[config.mk]
export PLATFORM = sky130hd
export DESIGN_NAME = csi2_rx_lane
export DESIGN_NICKNAME = d
export VERILOG_FILES = /design/src/dphy_pkg.sv /design/src/csi2_pkg.sv /design/src/csi2_rx_lane.sv /design/src/csi2_packet_handler.sv /design/src/csi2_crc16.sv /design/src/csi2_ecc_check.sv /design/src/dphy_byte_align.sv
export SDC_FILE = /design/constraint.sdc
export NUM_CORES = 1
export LEC_CHECK = 0
export ABC_AREA = 1
export BUFFER_PORTS_ARGS = -buffer_cell sky130_fd_sc_hd__buf_4
export CAP_MARGIN = 15
export CORE_UTILIZATION = 25
export CTS_CLUSTER_DIAMETER = 40
export DETAILED_ROUTE_END_ITERATION = 7
export SLEW_MARGIN = 20
export SYNTH_ARGS = -nofsm -noshare
export SYNTH_HDL_FRONTEND = slang
export SYNTH_HIERARCHICAL = 1
export SYNTH_SLANG_ARGS = --single-unit
[constraint.sdc]
create_clock -name clk_i -period 5.6 [get_ports clk_i]
set_input_delay 0.28 -clock clk_i [delete_from_list [all_inputs] [get_ports clk_i]]
set_output_delay 0.28 -clock clk_i [all_outputs]
set_load 0.02 [all_outputs]
[src/dphy_pkg.sv]
/*
  PHY-level definitions for one D-PHY data lane
  Byte type, bit-offset type and the leader sync byte
  used by the aligner when searching the HS stream
*/
package dphy_pkg;

  // One deserialized lane byte
  typedef logic [7 : 0] byte_t;

  // Bit offset of the sync byte inside the two-byte window
  // Only 0 to 7 are used
  typedef logic [3 : 0] shift_t;

  // Leader byte of every HS burst sent LSB first on the wire
  localparam byte_t SYNC_PATTERN = 8'b1011_1000;

endpackage
[src/csi2_pkg.sv]
/*
  CSI-2 packet layer definitions
  Header, status and payload beat structs, checksum constants,
  ECC parity masks and the packet handler state encoding
*/
package csi2_pkg;

  // Virtual channel in [7:6], data type in [5:0]
  typedef logic [7 : 0]  data_id_t;
  typedef logic [15 : 0] word_count_t;
  typedef logic [5 : 0]  ecc_t;
  typedef logic [15 : 0] crc_t;

  // Data types from this value up are long packets
  localparam logic [5 : 0] LONG_TYPE_MIN = 6'h10;

  // CRC-16 with reflected polynomial, bytes folded in LSB first
  localparam crc_t CRC_SEED = 16'hFFFF;
  localparam crc_t CRC_POLY = 16'h8408;

  // Header parity masks over {word_count, data_id}
  // Entry p selects the data bits XORed into ECC bit p
  localparam logic [5 : 0][23 : 0] ECC_MASK = { 24'hEFFC00, 24'hDF03F0, 24'hB8E38E,
                                               24'h749A6D, 24'hF2555B, 24'hF12CB7 };

  typedef struct packed {
    data_id_t    data_id;
    word_count_t word_count;
    ecc_t        ecc;
  } pkt_hdr_t;

  typedef struct packed {
    logic     ecc_err;
    logic     crc_err;
    logic     is_long;
    data_id_t data_id;
  } pkt_status_t;

  typedef struct packed {
    dphy_pkg::byte_t data;
    logic            last;
  } payload_beat_t;

  typedef enum logic [1 : 0] {
    ST_IDLE,
    ST_HEADER,
    ST_PAYLOAD,
    ST_CRC
  } pkt_state_t;

endpackage

[src/csi2_rx_lane.sv]
/*
  Receive path of one D-PHY data lane into the CSI-2 packet layer
  Aligner output feeds the packet handler, which uses the ECC and
  CRC units and releases the aligner lock at the end of each packet
*/
module csi2_rx_lane
(
  input  logic                    clk_i,
  input  logic                    rst_i,
  input  dphy_pkg::byte_t         unaligned_byte_i,
  input  logic                    hs_data_valid_i,
  output csi2_pkg::pkt_hdr_t      hdr_o,
  output logic                    hdr_valid_o,
  output csi2_pkg::payload_beat_t payload_o,
  output logic                    payload_valid_o,
  output csi2_pkg::pkt_status_t   status_o,
  output logic                    status_valid_o
);

dphy_pkg::byte_t aligned_byte;
logic            aligned_valid;
logic            reset_align;
logic [23 : 0]   hdr_bits;
csi2_pkg::ecc_t  hdr_ecc;
logic            ecc_err;
logic            crc_clear;
logic            crc_en;
csi2_pkg::crc_t  crc_value;

dphy_byte_align u_align
(
  .clk_i            ( clk_i            ),
  .rst_i            ( rst_i            ),
  .unaligned_byte_i ( unaligned_byte_i ),
  .reset_align_i    ( reset_align      ),
  .hs_data_valid_i  ( hs_data_valid_i  ),
  .valid_o          ( aligned_valid    ),
  .aligned_byte_o   ( aligned_byte     )
);

csi2_packet_handler u_handler
(
  .clk_i            ( clk_i            ),
  .rst_i            ( rst_i            ),
  .byte_i           ( aligned_byte     ),
  .byte_valid_i     ( aligned_valid    ),
  .ecc_err_i        ( ecc_err          ),
  .crc_i            ( crc_value        ),
  .hdr_bits_o       ( hdr_bits         ),
  .ecc_o            ( hdr_ecc          ),
  .crc_clear_o      ( crc_clear        ),
  .crc_en_o         ( crc_en           ),
  .reset_align_o    ( reset_align      ),
  .hdr_o            ( hdr_o            ),
  .hdr_valid_o      ( hdr_valid_o      ),
  .payload_o        ( payload_o        ),
  .payload_valid_o  ( payload_valid_o  ),
  .status_o         ( status_o         ),
  .status_valid_o   ( status_valid_o   )
);

// Combinational header check
csi2_ecc_check u_ecc
(
  .data_i           ( hdr_bits         ),
  .ecc_i            ( hdr_ecc          ),
  .ecc_err_o        ( ecc_err          )
);

// Payload checksum, fed straight from the aligned stream
csi2_crc16 u_crc
(
  .clk_i            ( clk_i            ),
  .rst_i            ( rst_i            ),
  .clear_i          ( crc_clear        ),
  .en_i             ( crc_en           ),
  .byte_i           ( aligned_byte     ),
  .crc_o            ( crc_value        )
);

endmodule

[src/csi2_packet_handler.sv]
/*
  CSI-2 packet handler for one aligned byte stream
  Collects the header, forwards long packet payload, checks the CRC
  and reports one status per packet while resetting the aligner
*/
module csi2_packet_handler
(
  input  logic                    clk_i,
  input  logic                    rst_i,
  input  dphy_pkg::byte_t         byte_i,
  input  logic                    byte_valid_i,
  input  logic                    ecc_err_i,
  input  csi2_pkg::crc_t          crc_i,
  output logic [23 : 0]           hdr_bits_o,
  output csi2_pkg::ecc_t          ecc_o,
  output logic                    crc_clear_o,
  output logic                    crc_en_o,
  output logic                    reset_align_o,
  output csi2_pkg::pkt_hdr_t      hdr_o,
  output logic                    hdr_valid_o,
  output csi2_pkg::payload_beat_t payload_o,
  output logic                    payload_valid_o,
  output csi2_pkg::pkt_status_t   status_o,
  output logic                    status_valid_o
);

csi2_pkg::pkt_state_t  state;
// Header bytes 0..2 while the ECC byte is used straight from the input
dphy_pkg::byte_t       hdr_buf [3];
logic [1 : 0]          byte_cnt;
csi2_pkg::word_count_t remaining;
logic                  crc_lo_ok;
csi2_pkg::data_id_t    cur_id;
csi2_pkg::word_count_t cur_wc;
logic                  cur_long;
logic                  hdr_last;
logic                  crc_last;

assign cur_id   = hdr_buf[0];
// Word count arrives low byte first
assign cur_wc   = { hdr_buf[2], hdr_buf[1] };
assign cur_long = ( cur_id[5 : 0] >= csi2_pkg::LONG_TYPE_MIN );

// ECC byte in flight while the data bits sit in the buffer
assign hdr_last = byte_valid_i && ( state == csi2_pkg::ST_HEADER ) && ( byte_cnt == 2'd3 );
// Second CRC byte in flight
assign crc_last = byte_valid_i && ( state == csi2_pkg::ST_CRC ) && ( byte_cnt == 2'd1 );

// Checker inputs
assign hdr_bits_o = { cur_wc, cur_id };
assign ecc_o      = byte_i[5 : 0];

// CRC is reseeded during the header and fed with payload only
assign crc_clear_o = ( state == csi2_pkg::ST_HEADER );
assign crc_en_o    = byte_valid_i && ( state == csi2_pkg::ST_PAYLOAD );

// Aligner resync together with every status
assign reset_align_o = status_valid_o;

// Packet FSM
always_ff @( posedge clk_i, posedge rst_i )
  if( rst_i )
    begin
      state           <= csi2_pkg::ST_IDLE;
      byte_cnt        <= '0;
      remaining       <= '0;
      hdr_valid_o     <= 1'b0;
      payload_valid_o <= 1'b0;
      status_valid_o  <= 1'b0;
    end
  else
    begin
      hdr_valid_o     <= 1'b0;
      payload_valid_o <= 1'b0;
      status_valid_o  <= 1'b0;
      // Lane lost mid-packet drops the packet silently
      if( !byte_valid_i )
        state <= csi2_pkg::ST_IDLE;
      else
        case( state )
          csi2_pkg::ST_IDLE:
            // Trailing byte during resync is not a new header
            if( !reset_align_o )
              begin
                state    <= csi2_pkg::ST_HEADER;
                byte_cnt <= 2'd1;
              end
          csi2_pkg::ST_HEADER:
            begin
              byte_cnt <= byte_cnt + 2'd1;
              if( hdr_last )
                begin
                  hdr_valid_o <= 1'b1;
                  // Bad header or short packet ends here
                  if( ecc_err_i || !cur_long )
                    begin
                      status_valid_o <= 1'b1;
                      state          <= csi2_pkg::ST_IDLE;
                    end
                  else
                    if( cur_wc == '0 )
                      begin
                        state    <= csi2_pkg::ST_CRC;
                        byte_cnt <= '0;
                      end
                    else
                      begin
                        state     <= csi2_pkg::ST_PAYLOAD;
                        remaining <= cur_wc;
                      end
                end
            end
          csi2_pkg::ST_PAYLOAD:
            begin
              payload_valid_o <= 1'b1;
              remaining       <= remaining - 1'b1;
              if( remaining == 16'd1 )
                begin
                  state    <= csi2_pkg::ST_CRC;
                  byte_cnt <= '0;
                end
            end
          csi2_pkg::ST_CRC:
            begin
              byte_cnt <= byte_cnt + 2'd1;
              if( crc_last )
                begin
                  status_valid_o <= 1'b1;
                  state          <= csi2_pkg::ST_IDLE;
                end
            end
          default:
            state <= csi2_pkg::ST_IDLE;
        endcase
    end

// Data registers that are meaningful only under their valids
always_ff @( posedge clk_i )
  if( byte_valid_i )
    case( state )
      csi2_pkg::ST_IDLE:
        hdr_buf[0] <= byte_i;
      csi2_pkg::ST_HEADER:
        if( hdr_last )
          begin
            hdr_o.data_id    <= cur_id;
            hdr_o.word_count <= cur_wc;
            hdr_o.ecc        <= byte_i[5 : 0];
            status_o.ecc_err <= ecc_err_i;
            status_o.crc_err <= 1'b0;
            status_o.is_long <= cur_long;
            status_o.data_id <= cur_id;
          end
        else
          hdr_buf[byte_cnt] <= byte_i;
      csi2_pkg::ST_PAYLOAD:
        begin
          payload_o.data <= byte_i;
          payload_o.last <= ( remaining == 16'd1 );
        end
      csi2_pkg::ST_CRC:
        // Received CRC comes low byte first and crc_i is final by now
        if( crc_last )
          status_o.crc_err <= !( crc_lo_ok && ( byte_i == crc_i[15 : 8] ) );
        else
          crc_lo_ok <= ( byte_i == crc_i[7 : 0] );
    endcase

endmodule

[src/csi2_crc16.sv]
/*
  Running CRC-16 for CSI-2 long packet payload
  Folds one byte per enabled cycle, LSB first, reflected polynomial
  Clear reloads the seed before the first payload byte
*/
module csi2_crc16
(
  input  logic            clk_i,
  input  logic            rst_i,
  input  logic            clear_i,
  input  logic            en_i,
  input  dphy_pkg::byte_t byte_i,
  output csi2_pkg::crc_t  crc_o
);

csi2_pkg::crc_t crc_next;

// Bit-serial update unrolled over the eight bits of the byte
always_comb
  begin
    crc_next = crc_o;
    for( int b = 0; b < 8; b++ )
      if( crc_next[0] ^ byte_i[b] )
        crc_next = ( crc_next >> 1 ) ^ csi2_pkg::CRC_POLY;
      else
        crc_next = crc_next >> 1;
  end

always_ff @( posedge clk_i, posedge rst_i )
  if( rst_i )
    crc_o <= csi2_pkg::CRC_SEED;
  else
    // Clear wins over a byte in the same cycle
    if( clear_i )
      crc_o <= csi2_pkg::CRC_SEED;
    else
      if( en_i )
        crc_o <= crc_next;

endmodule

[src/csi2_ecc_check.sv]
/*
  CSI-2 packet header ECC check
  Recomputes the 6-bit Hamming parity over the 24 header data bits
  and flags any difference from the received value, no correction
*/
module csi2_ecc_check
(
  input  logic [23 : 0]   data_i,
  input  csi2_pkg::ecc_t  ecc_i,
  output logic            ecc_err_o
);

// data_i is {word_count, data_id}, bit 0 is data_id bit 0
csi2_pkg::ecc_t ecc_calc;

// Each parity bit is the XOR of the bits selected by its mask
always_comb
  for( int p = 0; p < 6; p++ )
    ecc_calc[p] = ^( data_i & csi2_pkg::ECC_MASK[p] );

// Upper two bits of the ECC byte never reach this block
// Any single mismatch is an error
assign ecc_err_o = ( ecc_calc != ecc_i );

endmodule

[src/dphy_byte_align.sv]
/*
  Byte aligner for one HS data lane
  Searches the unaligned byte stream for the leader sync byte,
  locks the bit offset and then outputs bytes shifted by it
  until the packet layer or the end of the burst releases the lock
*/
module dphy_byte_align
(
  input  logic            clk_i,
  input  logic            rst_i,
  input  dphy_pkg::byte_t unaligned_byte_i,
  input  logic            reset_align_i,
  input  logic            hs_data_valid_i,
  output logic            valid_o,
  output dphy_pkg::byte_t aligned_byte_o
);

// Window layout, LSB first on the wire
// | byte_d1 (newer)             | byte_d2 (older)             |
// |      ... sync byte starts at bit sync_offset of byte_d2   |

dphy_pkg::byte_t  byte_d1;
dphy_pkg::byte_t  byte_d2;
logic             hs_d1;
logic             hs_d2;
logic [15 : 0]    window;
logic             win_valid;
dphy_pkg::shift_t sync_offset;
logic             found_sync;
dphy_pkg::shift_t align_shift;
logic             sync_done;

// Two byte delay stages of the raw stream
always_ff @( posedge clk_i )
  begin
    byte_d1 <= unaligned_byte_i;
    byte_d2 <= byte_d1;
  end

// HS valid travels alongside the bytes it qualifies
always_ff @( posedge clk_i, posedge rst_i )
  if( rst_i )
    begin
      hs_d1 <= 1'b0;
      hs_d2 <= 1'b0;
    end
  else
    begin
      hs_d1 <= hs_data_valid_i;
      hs_d2 <= hs_d1;
    end

assign window    = { byte_d1, byte_d2 };
// Search only when both window bytes belong to the burst
assign win_valid = hs_d1 && hs_d2;

// Offset search over all eight positions
// Loop runs downwards so the lowest matching offset wins
always_comb
  begin
    sync_offset = '0;
    found_sync  = 1'b0;
    if( win_valid )
      for( int i = 7; i >= 0; i-- )
        if( window[i +: 8] == dphy_pkg::SYNC_PATTERN )
          begin
            sync_offset = dphy_pkg::shift_t'( i );
            found_sync  = 1'b1;
          end
  end

// Lock the offset on the first hit of a burst
always_ff @( posedge clk_i, posedge rst_i )
  if( rst_i )
    begin
      align_shift <= '0;
      sync_done   <= 1'b0;
    end
  else
    // Packet end or burst end releases the lock
    if( reset_align_i || !hs_d1 )
      sync_done <= 1'b0;
    else
      if( !sync_done && found_sync )
        begin
          align_shift <= sync_offset;
          sync_done   <= 1'b1;
        end

// Bytes are valid from the one after the sync byte onwards
always_ff @( posedge clk_i, posedge rst_i )
  if( rst_i )
    valid_o <= 1'b0;
  else
    valid_o <= sync_done && hs_d1 && !reset_align_i;

// Output byte taken from the window at the locked offset
always_ff @( posedge clk_i )
  aligned_byte_o <= window[align_shift +: 8];

endmodule

==> run metrics <==
status=finished, final reports clean; Worst VDD drop=0.1803 mV; Final Hold Fails=0; Post-Route WL=18.64 mm; max-slew violations=0; maximum fanout along the worst path=22; crit path time final=2.623 ns; clock sink total=137; CP required=5.93 ns; Cells after Synth=1024; Syn Nets=1039; # rows=64; crit path launch type=register; crit path kind=reg2reg; Nets=1105; Post-synth EDFFs=67; max_slew headroom=38.21%; Antenna Violating Nets Remaining=0; IO Pins=64; layout cells sized above 1=17.95%; Max H-tree Level=4; PwrDens=299.8 mW/mm^2; hold_ws=0.3281 ns; die width=178.4 um; unique cell type count in the Yosys netlist=45; Seq cells post-synth=137; Max Fclk=381.3 MHz; Residual DRC=0; sw power=0.0007765 W; vias in the first global route=5743; setup tns final=0 ns; dpl hpwl=13.59 mm; drt via density=4.368; Critical Path Sink Type=register; Max Cap Viol=0; Avg Cell Area, Syn=7.600 sq um; CP dominant cell by count=nand2_1; leakage=4.470 nW; Initial Util=25.44%; Area growth syn-to-layout=19.31%; DRT Pass-1 Iters=5; Buf/Inv on CP=3; clk buf depth=2; CP arrival=2.95 ns; initial antenna violation count=0; period utilization=46.83%; dpl cells=1457; RePlAce Congestion=0.8534; ys flop type=edfxtp_1; power share of the clock group=42.9%; Finish-stage setup viols=0; Tot GR Track Use=12.30%; vias post-DR=6548; Ys Warns=6; Worst path top cell family by delay=simple AND/OR/NAND/NOR gates; first-pass GRT wire length=30.09 mm; largest net degree at the start of global routing=32; P_int=0.002008 W; Post-CTS Hold Buffers=10; clock-pin slew on the worst setup and hold paths=0.07 ns; Post-Layout Cell Count=1499; Skew-Pair Late Insertion Delay=0.44 ns; Resize count post-CTS=0; # Post-CTS Setup Buffers=0; GRT overflow=0; die height=178.4 um; ys async rst share=33.58%; crit-path cells=inv_2, nand2_1, nand2_1, nand2_1, nand2_1, nand3_1, nand2_1, nand2_1, nand2_1, nand3_1, nor2_1, nand2_1, inv_1, nand2_1, nor2_8, nand2_4, nand2_4, nand2_1, inv_1, nor2_2; WL/cell=12.44 um; Starting DRT DRC Count=482; power share of the sequential group=44.5%; Cell Area, Synth=0.007782 sq mm; die area=0.03184 sq mm; sequential area share after synthesis=47.07%; Tightest Hold Check Type=reg2reg; Worst path max stage delay=0.56 ns; CTS buffer count=17; PortBufs=63; CP max stage cell=edfxtp_1; Core Box Area=0.03059 sq mm; CTS root buf=clkbuf_16; combinational power share=12.6%; # fillers=3221; clk_skew=0.01815 ns; sw frac=27.89%; TritonCTS clock tree=built; diode count=0; Slew @ Worst Pin=0.9212 ns; RSZ-0062 raised after global routing=false
## per-stage QoR
step,area [sq um],total power (W),setup WS (ns),utilization [%]
global placement,8549,0.001595,2.994,27.95
CTS,9280,0.002809,2.975,30.34
finish,9285,0.002784,2.977,30.35
floorplan,7782,0.001512,3.491,-
global route,9285,0.002908,2.694,30.35
detailed placement,8554,0.001603,2.980,27.97
## cells in the mapped netlist (all sizes together) (4+ instances only)
master	n	area share (%)
a31oi	4	0.32
o22ai	5	0.48
dfrtp	30	9.6
dfstp	16	5.4
inv	138	6.7
xnor2	12	1.4
mux2i	4	0.51
edfxtp	67	26
a21oi	21	1.6
xor2	7	0.79
nor2	111	6.0
ha	4	0.64
buf	27	2.7
or2	7	0.56
nand2	397	21
o21ai	52	3.5
dfxtp	24	6.2
nand3b	6	0.58
nand3	74	5.1
nand4	9	0.72
## final timing paths
check	start	end	slack (ns)	cells after the start
setup / recovery	u_handler/hdr_buf[1][7]	u_handler/remaining[5]	2.98	20
hold / removal	u_align/byte_d1[7]	u_align/byte_d2[7]	0.33	0
setup reg to reg	u_handler/hdr_buf[1][7]	u_handler/remaining[5]	2.98	20
hold reg to reg	u_align/byte_d1[7]	u_align/byte_d2[7]	0.33	0
max in group asynchronous	rst_i	u_handler/remaining[11]	4.64	3
min in group asynchronous	rst_i	u_align/align_shift[2]	0.37	3
## power groups by stage
| stage | registers (W) | logic (W) | clock network, W |
|---|---|---|---|
| floorplan | 0.00122 | 0.000295 | 0 |
| global placement | 0.00126 | 0.000336 | 0 |
| global route | 0.00125 | 0.000396 | 0.00126 |
| detailed placement | 0.00126 | 0.000340 | 0 |
| finish | 0.00124 | 0.000351 | 0.00119 |
| CTS | 0.00124 | 0.000348 | 0.00122 |
## state kept, by name, summed over array words and instances (netlist names)
register,count
u_align/sync_done,1
u_align/hs_d1,1
u_handler/reset_align_o,1
u_handler/payload_o,9
u_align/valid_o,1
u_handler/hdr_valid_o,1
u_handler/state,2
u_align/align_shift,3
u_handler/hdr_buf,24
u_align/byte_d2,8
u_align/aligned_byte_o,8
u_crc/crc_o,16
u_handler/status_o,11
u_handler/remaining,16
u_handler/payload_valid_o,1
u_align/byte_d1,8
u_align/hs_d2,1
u_handler/byte_cnt,2
u_handler/crc_lo_ok,1
u_handler/hdr_o,22
## cells in the final DEF (no fill, tap or decap), drive strengths merged, types with 18 or more instances in the layout
cell type,n
edfxtp,67
buf,64
nor2,111
inv,142
nand3,74
clkbuf,18
o21ai,52
a21oi,21
dfxtp,24
dfrtp,30
nand2,397
## final cells by class
| class | count | area, sq um | area share (%) |
|---|---|---|---|
| inverters | 141 | 531.8 | 5.727 |
| repair buffers | 74 | 580.6 | 6.253 |
| flip-flops and latches | 137 | 3664 | 39.46 |
| clock inverters | 14 | 186.4 | 2.008 |
| clock buffers | 18 | 439.2 | 4.730 |
| multi-input cells | 719 | 3388 | 36.49 |
| well taps | 396 | 495.5 | 5.336 |
## cells by family after synthesis
| family | Yosys count | share of synthesized area, % |
|---|---|---|
| simple gates | 606 | 33.81 |
| buf+inv | 168 | 9.518 |
| compound gates | 86 | 6.303 |
| flops | 137 | 47.07 |
| mux | 4 | 0.5145 |
| xor+xnor | 19 | 2.138 |
| fa+ha+maj | 4 | 0.6431 |
## routing by layer
metal  share of wire (%)  track usage, %
met1                  47           16.62
met2                  47           19.70
met3                 4.5           2.536
met4                0.84           3.496
met5                   0               0
No activity file was read; power rests on OpenSTA's default activity.
